**src/logic/core_cfg.svh**
```systemverilog
`ifndef CORE_CFG_SVH
`define CORE_CFG_SVH

// first fetch address after reset
`define CORE_RESET_PC   32'h0000_0000

// mtime window, 8 bytes starting here
`define CORE_CLINT_BASE 32'h0200_0000

// RV32E register count
`define CORE_NREGS      16

`endif

```
**src/logic/core_pkg.sv**
```systemverilog
package core_pkg;

	// decoded instruction class
	typedef enum logic [3:0] {
		OP_ADDI,
		OP_ADD,
		OP_SUB,
		OP_LUI,
		OP_LW,
		OP_SW,
		OP_BEQ,
		OP_JAL,
		OP_ILLEGAL
	} opcode_e;

	typedef enum logic [1:0] {
		ALU_ADD,
		ALU_SUB,
		ALU_PASS
	} alu_op_e;

	typedef enum logic [2:0] {
		IFU_BOOT,
		IFU_ADDR,
		IFU_DATA,
		IFU_ISSUE,
		IFU_WAIT
	} ifu_state_e;

	typedef enum logic [1:0] {
		LSU_IDLE,
		LSU_ADDR,
		LSU_DATA,
		LSU_RESP
	} lsu_state_e;

	typedef enum logic [2:0] {
		XBAR_IDLE,
		XBAR_IFU_RD,
		XBAR_LSU_RD,
		XBAR_LSU_WR,
		XBAR_CLINT_RD
	} xbar_state_e;

endpackage

```
**src/logic/core_bus_if.sv**
```systemverilog
interface core_bus_if;
	// read address and data
	logic [31:0] araddr;
	logic        arvalid;
	logic        arready;
	logic [31:0] rdata;
	logic [1:0]  rresp;
	logic        rvalid;
	logic        rready;
	// write address, data and response
	logic [31:0] awaddr;
	logic        awvalid;
	logic        awready;
	logic [31:0] wdata;
	logic        wvalid;
	logic        wready;
	logic [1:0]  bresp;
	logic        bvalid;
	logic        bready;

	modport master (
		output araddr, arvalid, rready, awaddr, awvalid, wdata, wvalid, bready,
		input  arready, rdata, rresp, rvalid, awready, wready, bresp, bvalid
	);

	modport slave (
		input  araddr, arvalid, rready, awaddr, awvalid, wdata, wvalid, bready,
		output arready, rdata, rresp, rvalid, awready, wready, bresp, bvalid
	);
endinterface

```
**src/logic/core_clint.sv**
```systemverilog
module core_clint (
	input  logic      clock,
	input  logic      arst_n,
	core_bus_if.slave bus
);
	logic [63:0] mtime;

	always_ff @(posedge clock or negedge arst_n) begin
		if (!arst_n) begin
			mtime <= 64'd0;
		end else begin
			mtime <= mtime + 64'd1;
		end
	end

	// response one cycle after the address is taken
	always_ff @(posedge clock or negedge arst_n) begin
		if (!arst_n) begin
			bus.rvalid <= 1'b0;
		end else if (bus.arvalid && bus.arready) begin
			bus.rvalid <= 1'b1;
		end else if (bus.rready) begin
			bus.rvalid <= 1'b0;
		end
	end

	// offset 4 selects the high word
	always_ff @(posedge clock) begin
		if (bus.arvalid && bus.arready)
			bus.rdata <= bus.araddr[2] ? mtime[63:32] : mtime[31:0];
	end

	assign bus.arready = !bus.rvalid;
	assign bus.rresp   = 2'b00;
	assign bus.awready = 1'b0;
	assign bus.wready  = 1'b0;
	assign bus.bvalid  = 1'b0;
	assign bus.bresp   = 2'b00;
endmodule

```
**src/logic/core_exu.sv**
```systemverilog
module core_exu import core_pkg::*; (
	input  logic        clock,
	input  logic        arst_n,
	input  opcode_e     op,
	input  logic [3:0]  rd,
	input  logic [31:0] src1,
	input  logic [31:0] src2,
	input  logic [31:0] imm,
	input  logic [31:0] pc,
	input  logic        exu_valid,
	output logic        exu_ready,
	output logic [31:0] result,
	output logic [31:0] store_data,
	output logic [31:0] next_pc,
	output logic        mem_ren,
	output logic        mem_wen,
	output logic        reg_wen,
	output logic [3:0]  rd_out,
	output logic        lsu_valid,
	input  logic        lsu_ready
);
	alu_op_e     alu_op;
	logic [31:0] alu_a;
	logic [31:0] alu_b;
	logic [31:0] alu_res;
	logic        ren;
	logic        wen;
	logic        reg_en;
	logic        taken;
	logic        accept;

	assign exu_ready = !lsu_valid;
	assign accept    = exu_valid && exu_ready;

	// operands default to src1 + imm
	always_comb begin
		alu_op = ALU_ADD;
		alu_a  = src1;
		alu_b  = imm;
		ren    = 1'b0;
		wen    = 1'b0;
		reg_en = 1'b0;
		case (op)
			OP_ADDI: reg_en = 1'b1;
			OP_ADD: begin
				alu_b  = src2;
				reg_en = 1'b1;
			end
			OP_SUB: begin
				alu_op = ALU_SUB;
				alu_b  = src2;
				reg_en = 1'b1;
			end
			OP_LUI: begin
				alu_op = ALU_PASS;
				reg_en = 1'b1;
			end
			OP_LW: begin
				ren    = 1'b1;
				reg_en = 1'b1;
			end
			OP_SW: wen = 1'b1;
			OP_BEQ: begin
				alu_op = ALU_SUB;
				alu_b  = src2;
			end
			// link address
			OP_JAL: begin
				alu_a  = pc;
				alu_b  = 32'd4;
				reg_en = 1'b1;
			end
			default: alu_op = ALU_PASS;
		endcase
	end

	always_comb begin
		case (alu_op)
			ALU_SUB:  alu_res = alu_a - alu_b;
			ALU_PASS: alu_res = alu_b;
			default:  alu_res = alu_a + alu_b;
		endcase
	end

	// beq compares through the subtractor
	assign taken = (op == OP_JAL) || (op == OP_BEQ && alu_res == 32'd0);

	always_ff @(posedge clock) begin
		if (accept) begin
			result     <= alu_res;
			store_data <= src2;
			next_pc    <= taken ? pc + imm : pc + 32'd4;
			mem_ren    <= ren;
			mem_wen    <= wen;
			reg_wen    <= reg_en;
			rd_out     <= rd;
		end
	end

	always_ff @(posedge clock or negedge arst_n) begin
		if (!arst_n) begin
			lsu_valid <= 1'b0;
		end else if (accept) begin
			lsu_valid <= 1'b1;
		end else if (lsu_ready) begin
			lsu_valid <= 1'b0;
		end
	end
endmodule

```
**src/logic/core_idu.sv**
```systemverilog
`include "core_cfg.svh"

module core_idu import core_pkg::*; (
	input  logic        clock,
	input  logic        arst_n,
	input  logic [31:0] inst,
	input  logic [31:0] pc,
	input  logic        idu_valid,
	output logic        idu_ready,
	output opcode_e     op,
	output logic [3:0]  rd,
	output logic [31:0] src1,
	output logic [31:0] src2,
	output logic [31:0] imm,
	output logic [31:0] pc_out,
	output logic        exu_valid,
	input  logic        exu_ready,
	input  logic        wb_valid,
	input  logic [3:0]  wb_rd,
	input  logic        wb_wen,
	input  logic [31:0] wb_data
);
	logic [31:0] regs [`CORE_NREGS];
	opcode_e     dec_op;
	logic [31:0] dec_imm;
	logic [6:0]  opcode;
	logic [2:0]  funct3;
	logic [6:0]  funct7;
	logic [3:0]  rs1;
	logic [3:0]  rs2;
	logic        accept;

	assign opcode = inst[6:0];
	assign funct3 = inst[14:12];
	assign funct7 = inst[31:25];
	assign rs1    = inst[18:15];
	assign rs2    = inst[23:20];

	assign idu_ready = !exu_valid;
	assign accept    = idu_valid && idu_ready;

	// ============================================================
	// decode
	// ============================================================
	always_comb begin
		dec_op  = OP_ILLEGAL;
		dec_imm = {{20{inst[31]}}, inst[31:20]};
		case (opcode)
			7'b0010011: begin
				if (funct3 == 3'b000)
					dec_op = OP_ADDI;
			end
			7'b0110011: begin
				if (funct3 == 3'b000 && funct7 == 7'b0000000)
					dec_op = OP_ADD;
				else if (funct3 == 3'b000 && funct7 == 7'b0100000)
					dec_op = OP_SUB;
			end
			7'b0110111: begin
				dec_op  = OP_LUI;
				dec_imm = {inst[31:12], 12'b0};
			end
			7'b0000011: begin
				if (funct3 == 3'b010)
					dec_op = OP_LW;
			end
			7'b0100011: begin
				if (funct3 == 3'b010)
					dec_op = OP_SW;
				dec_imm = {{20{inst[31]}}, inst[31:25], inst[11:7]};
			end
			7'b1100011: begin
				if (funct3 == 3'b000)
					dec_op = OP_BEQ;
				dec_imm = {{19{inst[31]}}, inst[31], inst[7], inst[30:25], inst[11:8], 1'b0};
			end
			7'b1101111: begin
				dec_op  = OP_JAL;
				dec_imm = {{11{inst[31]}}, inst[31], inst[19:12], inst[20], inst[30:21], 1'b0};
			end
			default: dec_op = OP_ILLEGAL;
		endcase
	end

	// ============================================================
	// register file, x0 never written
	// ============================================================
	always_ff @(posedge clock) begin
		if (wb_valid && wb_wen && wb_rd != 4'd0)
			regs[wb_rd] <= wb_data;
	end

	always_ff @(posedge clock) begin
		if (accept) begin
			op     <= dec_op;
			rd     <= inst[10:7];
			src1   <= (rs1 == 4'd0) ? 32'd0 : regs[rs1];
			src2   <= (rs2 == 4'd0) ? 32'd0 : regs[rs2];
			imm    <= dec_imm;
			pc_out <= pc;
		end
	end

	always_ff @(posedge clock or negedge arst_n) begin
		if (!arst_n) begin
			exu_valid <= 1'b0;
		end else if (accept) begin
			exu_valid <= 1'b1;
		end else if (exu_ready) begin
			exu_valid <= 1'b0;
		end
	end
endmodule

```
**src/logic/core_ifu.sv**
```systemverilog
`include "core_cfg.svh"

module core_ifu import core_pkg::*; (
	input  logic        clock,
	input  logic        arst_n,
	core_bus_if.master  bus,
	input  logic        wb_valid,
	input  logic [31:0] next_pc,
	output logic [31:0] inst,
	output logic [31:0] pc,
	output logic        idu_valid,
	input  logic        idu_ready
);
	ifu_state_e state;

	always_ff @(posedge clock or negedge arst_n) begin
		if (!arst_n) begin
			pc <= `CORE_RESET_PC;
		end else if (wb_valid) begin
			pc <= next_pc;
		end
	end

	// one fetch per retired instruction
	always_ff @(posedge clock or negedge arst_n) begin
		if (!arst_n) begin
			state <= IFU_BOOT;
		end else begin
			case (state)
				IFU_BOOT: state <= IFU_ADDR;
				IFU_ADDR: begin
					if (bus.arready)
						state <= IFU_DATA;
				end
				IFU_DATA: begin
					if (bus.rvalid)
						state <= IFU_ISSUE;
				end
				IFU_ISSUE: begin
					if (idu_ready)
						state <= IFU_WAIT;
				end
				IFU_WAIT: begin
					if (wb_valid)
						state <= IFU_ADDR;
				end
				default: state <= IFU_BOOT;
			endcase
		end
	end

	always_ff @(posedge clock) begin
		if (bus.rvalid && bus.rready)
			inst <= bus.rdata;
	end

	assign bus.araddr  = pc;
	assign bus.arvalid = (state == IFU_ADDR);
	assign bus.rready  = (state == IFU_DATA);
	assign idu_valid   = (state == IFU_ISSUE);

	// fetch never writes
	assign bus.awaddr  = '0;
	assign bus.awvalid = 1'b0;
	assign bus.wdata   = '0;
	assign bus.wvalid  = 1'b0;
	assign bus.bready  = 1'b0;
endmodule

```
**src/logic/core_lsu.sv**
```systemverilog
module core_lsu import core_pkg::*; (
	input  logic        clock,
	input  logic        arst_n,
	core_bus_if.master  bus,
	input  logic [31:0] result,
	input  logic [31:0] store_data,
	input  logic [31:0] next_pc,
	input  logic        mem_ren,
	input  logic        mem_wen,
	input  logic        reg_wen,
	input  logic [3:0]  rd,
	input  logic        lsu_valid,
	output logic        lsu_ready,
	output logic        wb_valid,
	output logic [3:0]  wb_rd,
	output logic        wb_wen,
	output logic [31:0] wb_data,
	output logic [31:0] pc_out
);
	lsu_state_e  state;
	logic [31:0] addr;
	logic [31:0] wdata;
	logic        is_write;
	logic        aw_done;
	logic        w_done;
	logic        aw_fire;
	logic        w_fire;
	logic        accept;

	assign lsu_ready = (state == LSU_IDLE) && !wb_valid;
	assign accept    = lsu_valid && lsu_ready;

	assign bus.araddr  = addr;
	assign bus.arvalid = (state == LSU_ADDR) && !is_write;
	assign bus.rready  = (state == LSU_DATA);
	assign bus.awaddr  = addr;
	assign bus.awvalid = (state == LSU_ADDR) && is_write && !aw_done;
	assign bus.wdata   = wdata;
	assign bus.wvalid  = (state == LSU_ADDR) && is_write && !w_done;
	assign bus.bready  = (state == LSU_RESP);

	assign aw_fire = bus.awvalid && bus.awready;
	assign w_fire  = bus.wvalid && bus.wready;

	always_ff @(posedge clock or negedge arst_n) begin
		if (!arst_n) begin
			state    <= LSU_IDLE;
			aw_done  <= 1'b0;
			w_done   <= 1'b0;
			wb_valid <= 1'b0;
		end else begin
			wb_valid <= 1'b0;
			case (state)
				LSU_IDLE: begin
					if (accept && (mem_ren || mem_wen))
						state <= LSU_ADDR;
					else if (accept)
						wb_valid <= 1'b1;
				end
				LSU_ADDR: begin
					if (!is_write && bus.arready) begin
						state <= LSU_DATA;
					end else if (is_write) begin
						// aw and w may complete in either order
						if ((aw_done || aw_fire) && (w_done || w_fire)) begin
							state   <= LSU_RESP;
							aw_done <= 1'b0;
							w_done  <= 1'b0;
						end else begin
							aw_done <= aw_done || aw_fire;
							w_done  <= w_done || w_fire;
						end
					end
				end
				LSU_DATA: begin
					if (bus.rvalid) begin
						state    <= LSU_IDLE;
						wb_valid <= 1'b1;
					end
				end
				LSU_RESP: begin
					if (bus.bvalid) begin
						state    <= LSU_IDLE;
						wb_valid <= 1'b1;
					end
				end
				default: state <= LSU_IDLE;
			endcase
		end
	end

	always_ff @(posedge clock) begin
		if (accept) begin
			addr     <= result;
			wdata    <= store_data;
			is_write <= mem_wen;
			wb_rd    <= rd;
			wb_wen   <= reg_wen;
			pc_out   <= next_pc;
			wb_data  <= result;
		end else if (bus.rvalid && bus.rready) begin
			wb_data  <= bus.rdata;
		end
	end
endmodule

```
**src/logic/core_top.sv**
```systemverilog
module core_top import core_pkg::*; (
	input  logic        clock,
	input  logic        arst_n,

	input  logic        io_master_awready,
	output logic        io_master_awvalid,
	output logic [31:0] io_master_awaddr,
	input  logic        io_master_wready,
	output logic        io_master_wvalid,
	output logic [31:0] io_master_wdata,
	output logic        io_master_bready,
	input  logic        io_master_bvalid,
	input  logic [1:0]  io_master_bresp,
	input  logic        io_master_arready,
	output logic        io_master_arvalid,
	output logic [31:0] io_master_araddr,
	output logic        io_master_rready,
	input  logic        io_master_rvalid,
	input  logic [1:0]  io_master_rresp,
	input  logic [31:0] io_master_rdata
);
	// fetch to decode
	logic [31:0] inst;
	logic [31:0] ifu_pc;
	logic        idu_valid;
	logic        idu_ready;
	// decode to execute
	opcode_e     op;
	logic [3:0]  idu_rd;
	logic [31:0] src1;
	logic [31:0] src2;
	logic [31:0] imm;
	logic [31:0] idu_pc;
	logic        exu_valid;
	logic        exu_ready;
	// execute to load/store
	logic [31:0] exu_result;
	logic [31:0] store_data;
	logic [31:0] exu_next_pc;
	logic        mem_ren;
	logic        mem_wen;
	logic        exu_reg_wen;
	logic [3:0]  exu_rd;
	logic        lsu_valid;
	logic        lsu_ready;
	// write-back and retire
	logic        wb_valid;
	logic [3:0]  wb_rd;
	logic        wb_wen;
	logic [31:0] wb_data;
	logic [31:0] wb_pc;

	core_bus_if ifu_bus ();
	core_bus_if lsu_bus ();
	core_bus_if clint_bus ();

	// ============================================================
	// stages
	// ============================================================
	core_ifu u_ifu (
		.clock(clock),
		.arst_n(arst_n),
		.bus(ifu_bus.master),
		.wb_valid(wb_valid),
		.next_pc(wb_pc),
		.inst(inst),
		.pc(ifu_pc),
		.idu_valid(idu_valid),
		.idu_ready(idu_ready)
	);

	core_idu u_idu (
		.clock(clock),
		.arst_n(arst_n),
		.inst(inst),
		.pc(ifu_pc),
		.idu_valid(idu_valid),
		.idu_ready(idu_ready),
		.op(op),
		.rd(idu_rd),
		.src1(src1),
		.src2(src2),
		.imm(imm),
		.pc_out(idu_pc),
		.exu_valid(exu_valid),
		.exu_ready(exu_ready),
		.wb_valid(wb_valid),
		.wb_rd(wb_rd),
		.wb_wen(wb_wen),
		.wb_data(wb_data)
	);

	core_exu u_exu (
		.clock(clock),
		.arst_n(arst_n),
		.op(op),
		.rd(idu_rd),
		.src1(src1),
		.src2(src2),
		.imm(imm),
		.pc(idu_pc),
		.exu_valid(exu_valid),
		.exu_ready(exu_ready),
		.result(exu_result),
		.store_data(store_data),
		.next_pc(exu_next_pc),
		.mem_ren(mem_ren),
		.mem_wen(mem_wen),
		.reg_wen(exu_reg_wen),
		.rd_out(exu_rd),
		.lsu_valid(lsu_valid),
		.lsu_ready(lsu_ready)
	);

	core_lsu u_lsu (
		.clock(clock),
		.arst_n(arst_n),
		.bus(lsu_bus.master),
		.result(exu_result),
		.store_data(store_data),
		.next_pc(exu_next_pc),
		.mem_ren(mem_ren),
		.mem_wen(mem_wen),
		.reg_wen(exu_reg_wen),
		.rd(exu_rd),
		.lsu_valid(lsu_valid),
		.lsu_ready(lsu_ready),
		.wb_valid(wb_valid),
		.wb_rd(wb_rd),
		.wb_wen(wb_wen),
		.wb_data(wb_data),
		.pc_out(wb_pc)
	);

	// ============================================================
	// memory side
	// ============================================================
	core_xbar u_xbar (
		.clock(clock),
		.arst_n(arst_n),
		.ifu_bus(ifu_bus.slave),
		.lsu_bus(lsu_bus.slave),
		.clint_bus(clint_bus.master),
		.io_master_awready(io_master_awready),
		.io_master_awvalid(io_master_awvalid),
		.io_master_awaddr(io_master_awaddr),
		.io_master_wready(io_master_wready),
		.io_master_wvalid(io_master_wvalid),
		.io_master_wdata(io_master_wdata),
		.io_master_bready(io_master_bready),
		.io_master_bvalid(io_master_bvalid),
		.io_master_bresp(io_master_bresp),
		.io_master_arready(io_master_arready),
		.io_master_arvalid(io_master_arvalid),
		.io_master_araddr(io_master_araddr),
		.io_master_rready(io_master_rready),
		.io_master_rvalid(io_master_rvalid),
		.io_master_rresp(io_master_rresp),
		.io_master_rdata(io_master_rdata)
	);

	core_clint u_clint (
		.clock(clock),
		.arst_n(arst_n),
		.bus(clint_bus.slave)
	);
endmodule

```
**src/logic/core_xbar.sv**
```systemverilog
`include "core_cfg.svh"

module core_xbar import core_pkg::*; (
	input  logic        clock,
	input  logic        arst_n,
	core_bus_if.slave   ifu_bus,
	core_bus_if.slave   lsu_bus,
	core_bus_if.master  clint_bus,

	input  logic        io_master_awready,
	output logic        io_master_awvalid,
	output logic [31:0] io_master_awaddr,
	input  logic        io_master_wready,
	output logic        io_master_wvalid,
	output logic [31:0] io_master_wdata,
	output logic        io_master_bready,
	input  logic        io_master_bvalid,
	input  logic [1:0]  io_master_bresp,
	input  logic        io_master_arready,
	output logic        io_master_arvalid,
	output logic [31:0] io_master_araddr,
	output logic        io_master_rready,
	input  logic        io_master_rvalid,
	input  logic [1:0]  io_master_rresp,
	input  logic [31:0] io_master_rdata
);
	localparam logic [31:0] CLINT_BASE = `CORE_CLINT_BASE;

	xbar_state_e state;
	logic        lsu_to_clint;

	assign lsu_to_clint = (lsu_bus.araddr[31:3] == CLINT_BASE[31:3]);

	// ============================================================
	// grant, load/store ahead of fetch
	// ============================================================
	always_ff @(posedge clock or negedge arst_n) begin
		if (!arst_n) begin
			state <= XBAR_IDLE;
		end else begin
			case (state)
				XBAR_IDLE: begin
					if (lsu_bus.arvalid)
						state <= lsu_to_clint ? XBAR_CLINT_RD : XBAR_LSU_RD;
					else if (lsu_bus.awvalid || lsu_bus.wvalid)
						state <= XBAR_LSU_WR;
					else if (ifu_bus.arvalid)
						state <= XBAR_IFU_RD;
				end
				XBAR_IFU_RD: begin
					if (ifu_bus.rvalid && ifu_bus.rready)
						state <= XBAR_IDLE;
				end
				XBAR_LSU_RD, XBAR_CLINT_RD: begin
					if (lsu_bus.rvalid && lsu_bus.rready)
						state <= XBAR_IDLE;
				end
				XBAR_LSU_WR: begin
					if (lsu_bus.bvalid && lsu_bus.bready)
						state <= XBAR_IDLE;
				end
				default: state <= XBAR_IDLE;
			endcase
		end
	end

	// ============================================================
	// handshake routing
	// ============================================================
	always_comb begin
		io_master_arvalid = 1'b0;
		io_master_rready  = 1'b0;
		io_master_awvalid = 1'b0;
		io_master_wvalid  = 1'b0;
		io_master_bready  = 1'b0;
		clint_bus.arvalid = 1'b0;
		clint_bus.rready  = 1'b0;
		ifu_bus.arready   = 1'b0;
		ifu_bus.rvalid    = 1'b0;
		lsu_bus.arready   = 1'b0;
		lsu_bus.rvalid    = 1'b0;
		lsu_bus.awready   = 1'b0;
		lsu_bus.wready    = 1'b0;
		lsu_bus.bvalid    = 1'b0;
		case (state)
			XBAR_IFU_RD: begin
				io_master_arvalid = ifu_bus.arvalid;
				io_master_rready  = ifu_bus.rready;
				ifu_bus.arready   = io_master_arready;
				ifu_bus.rvalid    = io_master_rvalid;
			end
			XBAR_LSU_RD: begin
				io_master_arvalid = lsu_bus.arvalid;
				io_master_rready  = lsu_bus.rready;
				lsu_bus.arready   = io_master_arready;
				lsu_bus.rvalid    = io_master_rvalid;
			end
			XBAR_LSU_WR: begin
				io_master_awvalid = lsu_bus.awvalid;
				io_master_wvalid  = lsu_bus.wvalid;
				io_master_bready  = lsu_bus.bready;
				lsu_bus.awready   = io_master_awready;
				lsu_bus.wready    = io_master_wready;
				lsu_bus.bvalid    = io_master_bvalid;
			end
			XBAR_CLINT_RD: begin
				clint_bus.arvalid = lsu_bus.arvalid;
				clint_bus.rready  = lsu_bus.rready;
				lsu_bus.arready   = clint_bus.arready;
				lsu_bus.rvalid    = clint_bus.rvalid;
			end
			default: begin
			end
		endcase
	end

	assign io_master_araddr = (state == XBAR_IFU_RD) ? ifu_bus.araddr : lsu_bus.araddr;
	assign io_master_awaddr = lsu_bus.awaddr;
	assign io_master_wdata  = lsu_bus.wdata;

	assign ifu_bus.rdata   = io_master_rdata;
	assign ifu_bus.rresp   = io_master_rresp;
	assign ifu_bus.awready = 1'b0;
	assign ifu_bus.wready  = 1'b0;
	assign ifu_bus.bvalid  = 1'b0;
	assign ifu_bus.bresp   = 2'b00;

	assign lsu_bus.rdata = (state == XBAR_CLINT_RD) ? clint_bus.rdata : io_master_rdata;
	assign lsu_bus.rresp = (state == XBAR_CLINT_RD) ? clint_bus.rresp : io_master_rresp;
	assign lsu_bus.bresp = io_master_bresp;

	// timer is read only
	assign clint_bus.araddr  = lsu_bus.araddr;
	assign clint_bus.awaddr  = '0;
	assign clint_bus.awvalid = 1'b0;
	assign clint_bus.wdata   = '0;
	assign clint_bus.wvalid  = 1'b0;
	assign clint_bus.bready  = 1'b0;
endmodule

```
**config.mk**
```make
export PLATFORM = sky130hd
export DESIGN_NAME = core_top
export DESIGN_NICKNAME = d
export VERILOG_FILES = /design/src/logic/core_pkg.sv /design/src/logic/core_bus_if.sv /design/src/logic/core_clint.sv /design/src/logic/core_exu.sv /design/src/logic/core_idu.sv /design/src/logic/core_ifu.sv /design/src/logic/core_lsu.sv /design/src/logic/core_top.sv /design/src/logic/core_xbar.sv
export VERILOG_INCLUDE_DIRS = /design/src /design/src/logic
export SDC_FILE = /design/constraint.sdc
export NUM_CORES = 2
export LEC_CHECK = 0
export BUFFER_PORTS_ARGS = -buffer_cell sky130_fd_sc_hd__clkbuf_2
export CAP_MARGIN = 20
export CORE_ASPECT_RATIO = 1.2
export CORE_MARGIN = 1.5
export CORE_UTILIZATION = 62
export DETAILED_ROUTE_END_ITERATION = 8
export HOLD_SLACK_MARGIN = 0.05
export PLACE_DENSITY = 0.88
export SETUP_SLACK_MARGIN = 0.15
export SYNTH_ARGS = -nofsm -noshare
export SYNTH_HDL_FRONTEND = slang
export SYNTH_SLANG_ARGS = --single-unit
```
**constraint.sdc**
```tcl
create_clock -name clock -period 14.9 [get_ports clock]
set_input_delay 1.49 -clock clock [delete_from_list [all_inputs] [get_ports clock]]
set_output_delay 1.49 -clock clock [all_outputs]
set_load 0.005 [all_outputs]
```
# Word-level counts from Yosys, hierarchy flattened
# Memories as Yosys holds them, arrays and structs flattened. A register that Yosys moved wholly into a read port is not among the register bits.
# Index checks and enable logic that the tools add are counted.
word_totals:
  ff_bits: 483
  n_memories: 1
  ram_bits: 512
  in_bits: 43
op_classes:
  eq_ne: 44
  mux: 70
  n_addsub: 5
  bitwise: 1
  n_reduce_logical: 56
memory_table:
  columns: ["name", "depth", "word_bits", "read_ports", "rd_clocked_by_memory_dff", "write_ports", "line", "rtl"]
  rows:
  - ["u_idu.regs", 16, 32, 2, 2, 1, "core_idu.sv:23", "logic [31:0] regs [`CORE_NREGS];"]
ops:
  columns: ["op", "count"]
  rows:
  - ["two-way mux 32 bit", 7]
  - ["case mux 32 bit (2 select lines)", 2]
  - ["case mux 31 bit (4 select lines)", 1]
  - ["adder 32 bit", 2]
  - ["adder 64 x 1 -> 64 bit (second input constant)", 1]
  - ["two-way mux 3 bit", 11]
  - ["adder 32 x 3 -> 32 bit (second input constant)", 1]
  - ["logical NOT 32 bit", 1]
  - ["subtractor 32 bit", 1]
  - ["== test 29 x 23 -> 1 bit (second input constant)", 1]
  - ["== test 7 x 6 -> 1 bit (second input constant)", 4]
  - ["case mux 4 bit (7 select lines)", 1]
  - ["two-way mux 1 bit", 27]
  - ["two-way mux 4 bit", 6]
  - ["logical AND 1 bit", 22]
  - ["!= test 2 bit (second input constant)", 9]
  - ["== test 4 x 3 -> 1 bit (second input constant)", 4]
  - ["== test 3 x 2 -> 1 bit (second input constant)", 5]
  - ["case mux 3 bit (5 select lines)", 1]
  - ["== test 7 bit (second input constant)", 2]
  - ["logical NOT 4 bit", 3]
  - ["two-way mux 2 bit", 6]
  - ["case mux 3 bit (4 select lines)", 1]
  - ["logical NOT 3 bit", 3]
  - ["other kinds (30)", 54]

# Logic depth before layout (Yosys ltp)
depth:
  word_depth: 10
  depth_mapped: 26
  ltp_nobuf: 22

# Cells and area by module
# Synthesis repeated with hierarchy kept, for this count alone.
hier_totals:
  hier_cells: 3751
  area_unflattened_um2: 52661.8
by_module_without_submodules:
  columns: ["mod", "area_each_um2", "cells_per_inst", "instances"]
  rows:
  - ["core_idu", 27172.3, 1524, 1]
  - ["core_exu", 10014.6, 1084, 1]
  - ["core_lsu", 4979.8, 239, 1]
  - ["core_clint", 4375.4, 355, 1]
  - ["core_ifu", 3228.1, 217, 1]
  - ["core_xbar", 2891.5, 332, 1]

# Least setup slack after synthesis
# Ideal clock, no wire load.
synth_path:
  path_kind: "register -> register"
  start: "reg u_ifu.state[2]"
  end: "reg u_idu.imm[0], enable pin"
  slack_ns: 4.234
  required_ns: 14.097
  path_buffers: 0
  t_arrival_ns: 9.863
  setup_ns: 0.803
  stages_incl_launch_ff: 3
  cell_sequence: "dfrtp_1 > nand2b_1 > nor3_1"
synth_via:
  elab_chain_len: 2
synth_rtl:
  columns: ["item", "line", "rtl"]
  rows:
  - ["start, declared", "core_ifu.sv:14", "ifu_state_e state;"]
  - ["start signal, assigned", "core_ifu.sv:27", "state <= IFU_BOOT;"]
  - ["start signal, assigned", "core_ifu.sv:30", "IFU_BOOT: state <= IFU_ADDR;"]
  - ["start signal, assigned", "core_ifu.sv:33", "state <= IFU_DATA;"]
  - ["== test 3 x 2 -> 1 bit", "core_ifu.sv:60", "assign idu_valid = (state == IFU_ISSUE);"]
  - ["logical AND 1 bit", "core_idu.sv:40", "assign accept = idu_valid && idu_ready;"]
  - ["via u_idu.accept", "core_idu.sv:31", "logic accept;"]
  - ["end signal, assigned", "core_idu.sv:99", "imm <= dec_imm;"]
  - ["end, declared", "core_idu.sv:14", "output logic [31:0] imm,"]
# The timed path passes the listed nets, and every way through them passes these cells.
# A chain may end at the register's enable or synchronous reset.

# Worst setup path in the final report
layout_path:
  start: "reg u_idu.op[0]"
  end: "reg u_exu.next_pc[0], data pin"
layout_via:
  elab_chain_len: 9
  elab_cells_between_ends: 22
  cone_classes: "add/sub (2); eq/ne (8); mux (5); reduce/logical (7)"
layout_rtl:
  columns: ["item", "line", "rtl"]
  rows:
  - ["start, declared", "core_idu.sv:10", "output opcode_e op,"]
  - ["start signal, assigned", "core_idu.sv:95", "op <= dec_op;"]
  - ["== test 4 x 1 -> 1 bit, or another cell as far along", "core_exu.sv:43", "case (op)"]
  - ["OR reduction 3 bit (no line), or another cell as far along", null, null]
  - ["case mux 32 bit (2 select lines) / case mux 2 bit (2 select lines) (equally long branches)", "core_exu.sv:43", null]
  - ["adder 32 bit, or another cell as far along", "core_exu.sv:81", "default: alu_res = alu_a + alu_b;"]
  - ["case mux 32 bit (2 select lines)", "core_exu.sv:78", "case (alu_op)"]
  - ["logical NOT 32 bit", "core_exu.sv:86", "assign taken = (op == OP_JAL) || (op == OP_BEQ && alu_res == 32'd0);"]
  - ["logical AND 1 bit", "core_exu.sv:86", null]
  - ["logical OR 1 bit (*)", "core_exu.sv:86", null]
  - ["two-way mux 32 bit (*)", "core_exu.sv:92", "next_pc <= taken ? pc + imm : pc + 32'd4;"]
  - ["end signal, assigned", "core_exu.sv:92", null]
  - ["end, declared", "core_exu.sv:14", "output logic [31:0] next_pc,"]
# Mark *: on every way between the ends. The rest lies on a longest branch, timed or not.

==> impl_metrics.csv <==
group,metric,value,unit
worst_setup_path,worst_path_largest_cell_delay,710,ps
synth,main_synth_ff_type,"sky130_fd_sc_hd__edfxtp_1",
worst_setup_path,crit_reg_reg_startpoint,"u_idu.op[0]$_DFFE_PP_",
synth,synth_enable_flop_cells,949,
worst_setup_path,cp.required,15330,ps
min_path,holdPathEnd,"u_lsu.bus.wdata[10]$_DFFE_PP_",
drt,drt_iter0_drc,4859,
power,peakVddDrop,0.0000960,V
sta,timing.final.hold_violations,0,
clocking,cts_resized,0,
sta,rsz_0062_raised_after_global_routing,"false",
drt,drt.antenna.violating_nets,0,
clocking,cts_tree,"built",
clocking,cts_hold_repair.buffers,0,
power,power.density_cell_area,142,nW/um2
final_layout,area_overhead_vs_synth,10.7,%
sta,worst_max_slew_margin_expressed_relative_to_the_limit,14.5,%
power,switching_share,28.6,%
power,sequentialPowerShare,51.4,%
worst_setup_path,timing.critical_path.to_type,"flop",
drt,route.vias.total,32600,
synth,syn-mean-instance-area,15.6,um2
sta,max_freq,121,MHz
clocking,ctsHtreeMaxLevel,3,
worst_setup_path,cp_max_fo,45,
clocking,post_cts_buffers,0,
drt,routed_wire_length,151,mm
floorplan,dieWidth,263,um
sta,finalWorstSetupSlack,6650,ps
global_route,grt-ovfl-total,0,
final_layout,final_design_area_no_fill,55900,um2
worst_setup_path,number_of_cells_on_the_worst_reg_to_reg_path,21,
clocking,path_clk_slew,70,ps
floorplan,die_area,83200,um2
final_layout,finish.net_count,3515,
clocking,clk_latency,680,ps
placement,gp_congestion,0.940,
worst_setup_path,worst_setup_path_start_kind,"flop",
worst_setup_path,worst-path-buf-inv,3,
synth,synth_seq_area_share,61.9,%
sta,fin_worst_skew,39.2,ps
clocking,cts.path.max_buffers,3,
sta,timing.setup.tns,0,ps
drt,drt_drc_violations_left,2,
floorplan,ioPinCount,144,
global_route,initial_antenna_violation_count,13,
drt,routedWlPerCell,33.4,um
synth,synthCells,3240,
worst_setup_path,timing.reg2reg.setup_slack,6650,ps
synth,ys_top_cells_by_area,"sky130_fd_sc_hd__edfxtp_1 56%, sky130_fd_sc_hd__mux4_2 14%, sky130_fd_sc_hd__dfrtp_1 5.5%",
sta,slew_violations,0,
final_layout,drive_gt1_share,24.0,%
job,cap_viol_max_count,0,
global_route,largest_net_degree_at_the_start_of_global_routing,131,
synth,synth_top_area_share,56.4,%
sta,tightest_slew,1250,ps
global_route,grt_util_all_layers,36.8,%
floorplan,die_h,316,um
outcome,outcome,"finished with violations",
global_route,grt_pass1_vias,32400,
worst_setup_path,worst_path_max_delay_cell,"sky130_fd_sc_hd__nor4b_1",
outcome,failed_checks,"DRC",
power,power_report.internal_total,5670,uW
min_path,hold_start,"u_exu.store_data[10]$_DFFE_PP_",
worst_setup_path,worst_path_class_setup,"flop to flop",
synth,post_synth_num_cell_types,89,
synth,synth_seq_cells,1059,
clocking,cts.root.buffer_cell,"sky130_fd_sc_hd__clkbuf_16",
worst_setup_path,worstPathArrival,8680,ps
sta,layout_worst_path_cycle_share,55.4,%
placement,place.port_buffers,139,
floorplan,core_area,80600,um2
final_layout,fillers,4632,
power,share_clk_of_total_power,32.3,%
placement,dpl_worst_slack,7010,ps
power,power.switching,2270,uW
min_path,hold_path_depth,0,
placement,detailedPlacementHpwl,93.0,mm
synth,synth_largest_area_cell,"sky130_fd_sc_hd__edfxtp_1",
placement,placed_cell_area,52500,um2
worst_setup_path,crit_chain,"buf_4, nand2b_1, a211oi_1, o21ai_0, nor4b_1, nand4_1, o21ai_0, xor2_1, ha_1, inv_1, nor2_1, nand3_1, o2bb2ai_1, o21ai_1, a2111oi_0, a211o_1, mux2i_1, xnor2_1, a31oi_4, buf_4, mux2_2",
floorplan,placement_rows,114,
drt,via_per_inst,7.19,
synth,yosys_warnings,0,
worst_setup_path,critical_path.reg2reg.endpoint,"u_exu.next_pc[0]$_DFFE_PP_",
synth,ys_async_sr_fraction,10.4,%
sta,final-setup-viol-count,0,
global_route,grt_pass1_wl,220,mm
drt,drtPass1Iterations,9,
sta,layout_min_cycle_time,8250,ps
worst_setup_path,crit_family,"compound AO/OA/AOI/OAI gates",
clocking,cts.sinks,1059,
synth,mappedNetlistArea,50500,um2
min_path,hold_path_class,"flop to flop",
power,power_frac_comb,16.3,%
power,p_leak,0.0196,uW
floorplan,effective_utilization_at_floorplan,62.6,%
worst_setup_path,cp-startpoint,"u_idu.op[0]$_DFFE_PP_",
clocking,tritoncts.num_buffers,97,
[final cells by class]
cell class              count  area (um2)  share of cell area [%]
flip-flops and latches   1059       31300                    55.9
multi-input cells        1990       18600                    33.3
clock buffers             119        2560                    4.59
well taps                1044        1310                    2.34
repair buffers            206        1270                    2.27
clock inverters            61         652                    1.17
inverters                  51         196                   0.352
diodes                      4        10.0                  0.0179
[how the worst max path moves through the flow]
stage / endpoint / slack (ps) / depth (start not counted)
floorplan: u_idu.imm[0]$_DFFE_PP_ / 4230 / 2
global placement: u_exu.next_pc[0]$_DFFE_PP_ / 7170 / 24
detailed placement: u_exu.next_pc[0]$_DFFE_PP_ / 7010 / 24
CTS: u_exu.next_pc[0]$_DFFE_PP_ / 6940 / 24
global route: u_exu.next_pc[0]$_DFFE_PP_ / 6290 / 21
finish: u_exu.next_pc[0]$_DFFE_PP_ / 6650 / 21
[cells by family (layout without fill, tap and decap cells)]
kind of cell / count (synthesis) / after routing / share of synthesized area [%]
xor+xnor: 159 / 159 / 2.76
other cells: 1 / 36 / 0.00743
fa+ha+maj: 67 / 67 / 1.69
simple gates: 811 / 811 / 8.16
compound gates: 420 / 420 / 5.54
flops: 1059 / 1059 / 61.9
mux: 501 / 501 / 18.2
buf+inv: 222 / 437 / 1.79
[layout by cell type, fill, tap and decap left out, drive strengths merged, types with 98 or more instances in the layout]
cell,synthesis,layout
edfxtp,949,949
xnor2,99,99
o21ai,100,100
mux4,320,320
clkbuf,105,259
a21oi,98,98
dfrtp,110,110
nand2,278,278
mux2,104,104
nor2,135,135
[power groups by stage]
| stage | Clock (uW) | Combinational, uW | Sequential [uW] |
|---|---|---|---|
| finish | 2570 | 1290 | 4080 |
| global route | 2680 | 1380 | 4110 |
| CTS | 2570 | 1260 | 4070 |
| detailed placement | 0 | 1240 | 4110 |
| global placement | 0 | 1210 | 4080 |
| floorplan | 0 | 849 | 4000 |
[Yosys cell counts, types with 41 or more instances]
cell / n
sky130_fd_sc_hd__edfxtp_1: 949
sky130_fd_sc_hd__mux4_2: 320
sky130_fd_sc_hd__nand2_1: 278
sky130_fd_sc_hd__nor2_1: 135
sky130_fd_sc_hd__dfrtp_1: 110
sky130_fd_sc_hd__clkbuf_1: 105
sky130_fd_sc_hd__mux2_2: 99
sky130_fd_sc_hd__xnor2_1: 99
sky130_fd_sc_hd__a21oi_1: 96
sky130_fd_sc_hd__o21ai_0: 94
sky130_fd_sc_hd__nor2b_1: 88
sky130_fd_sc_hd__mux2i_1: 77
sky130_fd_sc_hd__ha_1: 65
sky130_fd_sc_hd__xor2_1: 60
sky130_fd_sc_hd__a21o_1: 54
sky130_fd_sc_hd__nand3_1: 54
sky130_fd_sc_hd__inv_1: 49
sky130_fd_sc_hd__a211oi_1: 41
sky130_fd_sc_hd__buf_1: 41
[metrics by stage]
stage	cells	power, uW	hold slack (ps)	util [%]
final	4534	7950	418	69.3
after detailed placement	4341	5350	405	65.2
after floorplan	3271	4850	400	-
after global routing	4531	8170	421	69.3
after global placement	4341	5290	400	65.2
after CTS	4521	7900	419	69.2
[routing by layer]
layer	part of all wire (%)	track usage, %	up-vias
met5	0.040	0.113	-
met4	8.4	26.5	10
met3	12	9.62	634
met2	48	59.2	2787
met1	32	43.4	16100
li1	-	-	13100
[worst reg2reg max path, delay by kind of cell (launching register included)]
kind / cells / cell delay [ps]
flops: 1 / 340
compound gates: 8 / 3040
simple gates: 5 / 2210
xor+xnor: 2 / 390
mux: 2 / 660
buf+inv: 3 / 970
fa+ha+maj: 1 / 360
[state kept, by name, summed over array words and instances, names as in the netlist, 2 cells and up]
name and count:
u_clint.bus.rdata 32, u_clint.mtime 64, u_exu.next_pc 32, u_exu.rd_out 4
u_exu.result 32, u_exu.store_data 32, u_idu.imm 32, u_idu.op 4
u_idu.pc_out 32, u_idu.rd 4, u_idu.regs 512, u_idu.src1 32
u_idu.src2 32, u_ifu.bus.araddr 32, u_ifu.inst 32, u_ifu.state 3
u_lsu.bus.araddr 32, u_lsu.bus.wdata 32, u_lsu.pc_out 32, u_lsu.state 2
u_lsu.wb_data 32, u_lsu.wb_rd 4, u_xbar.state 3
Power figures use the tool's default switching activity.
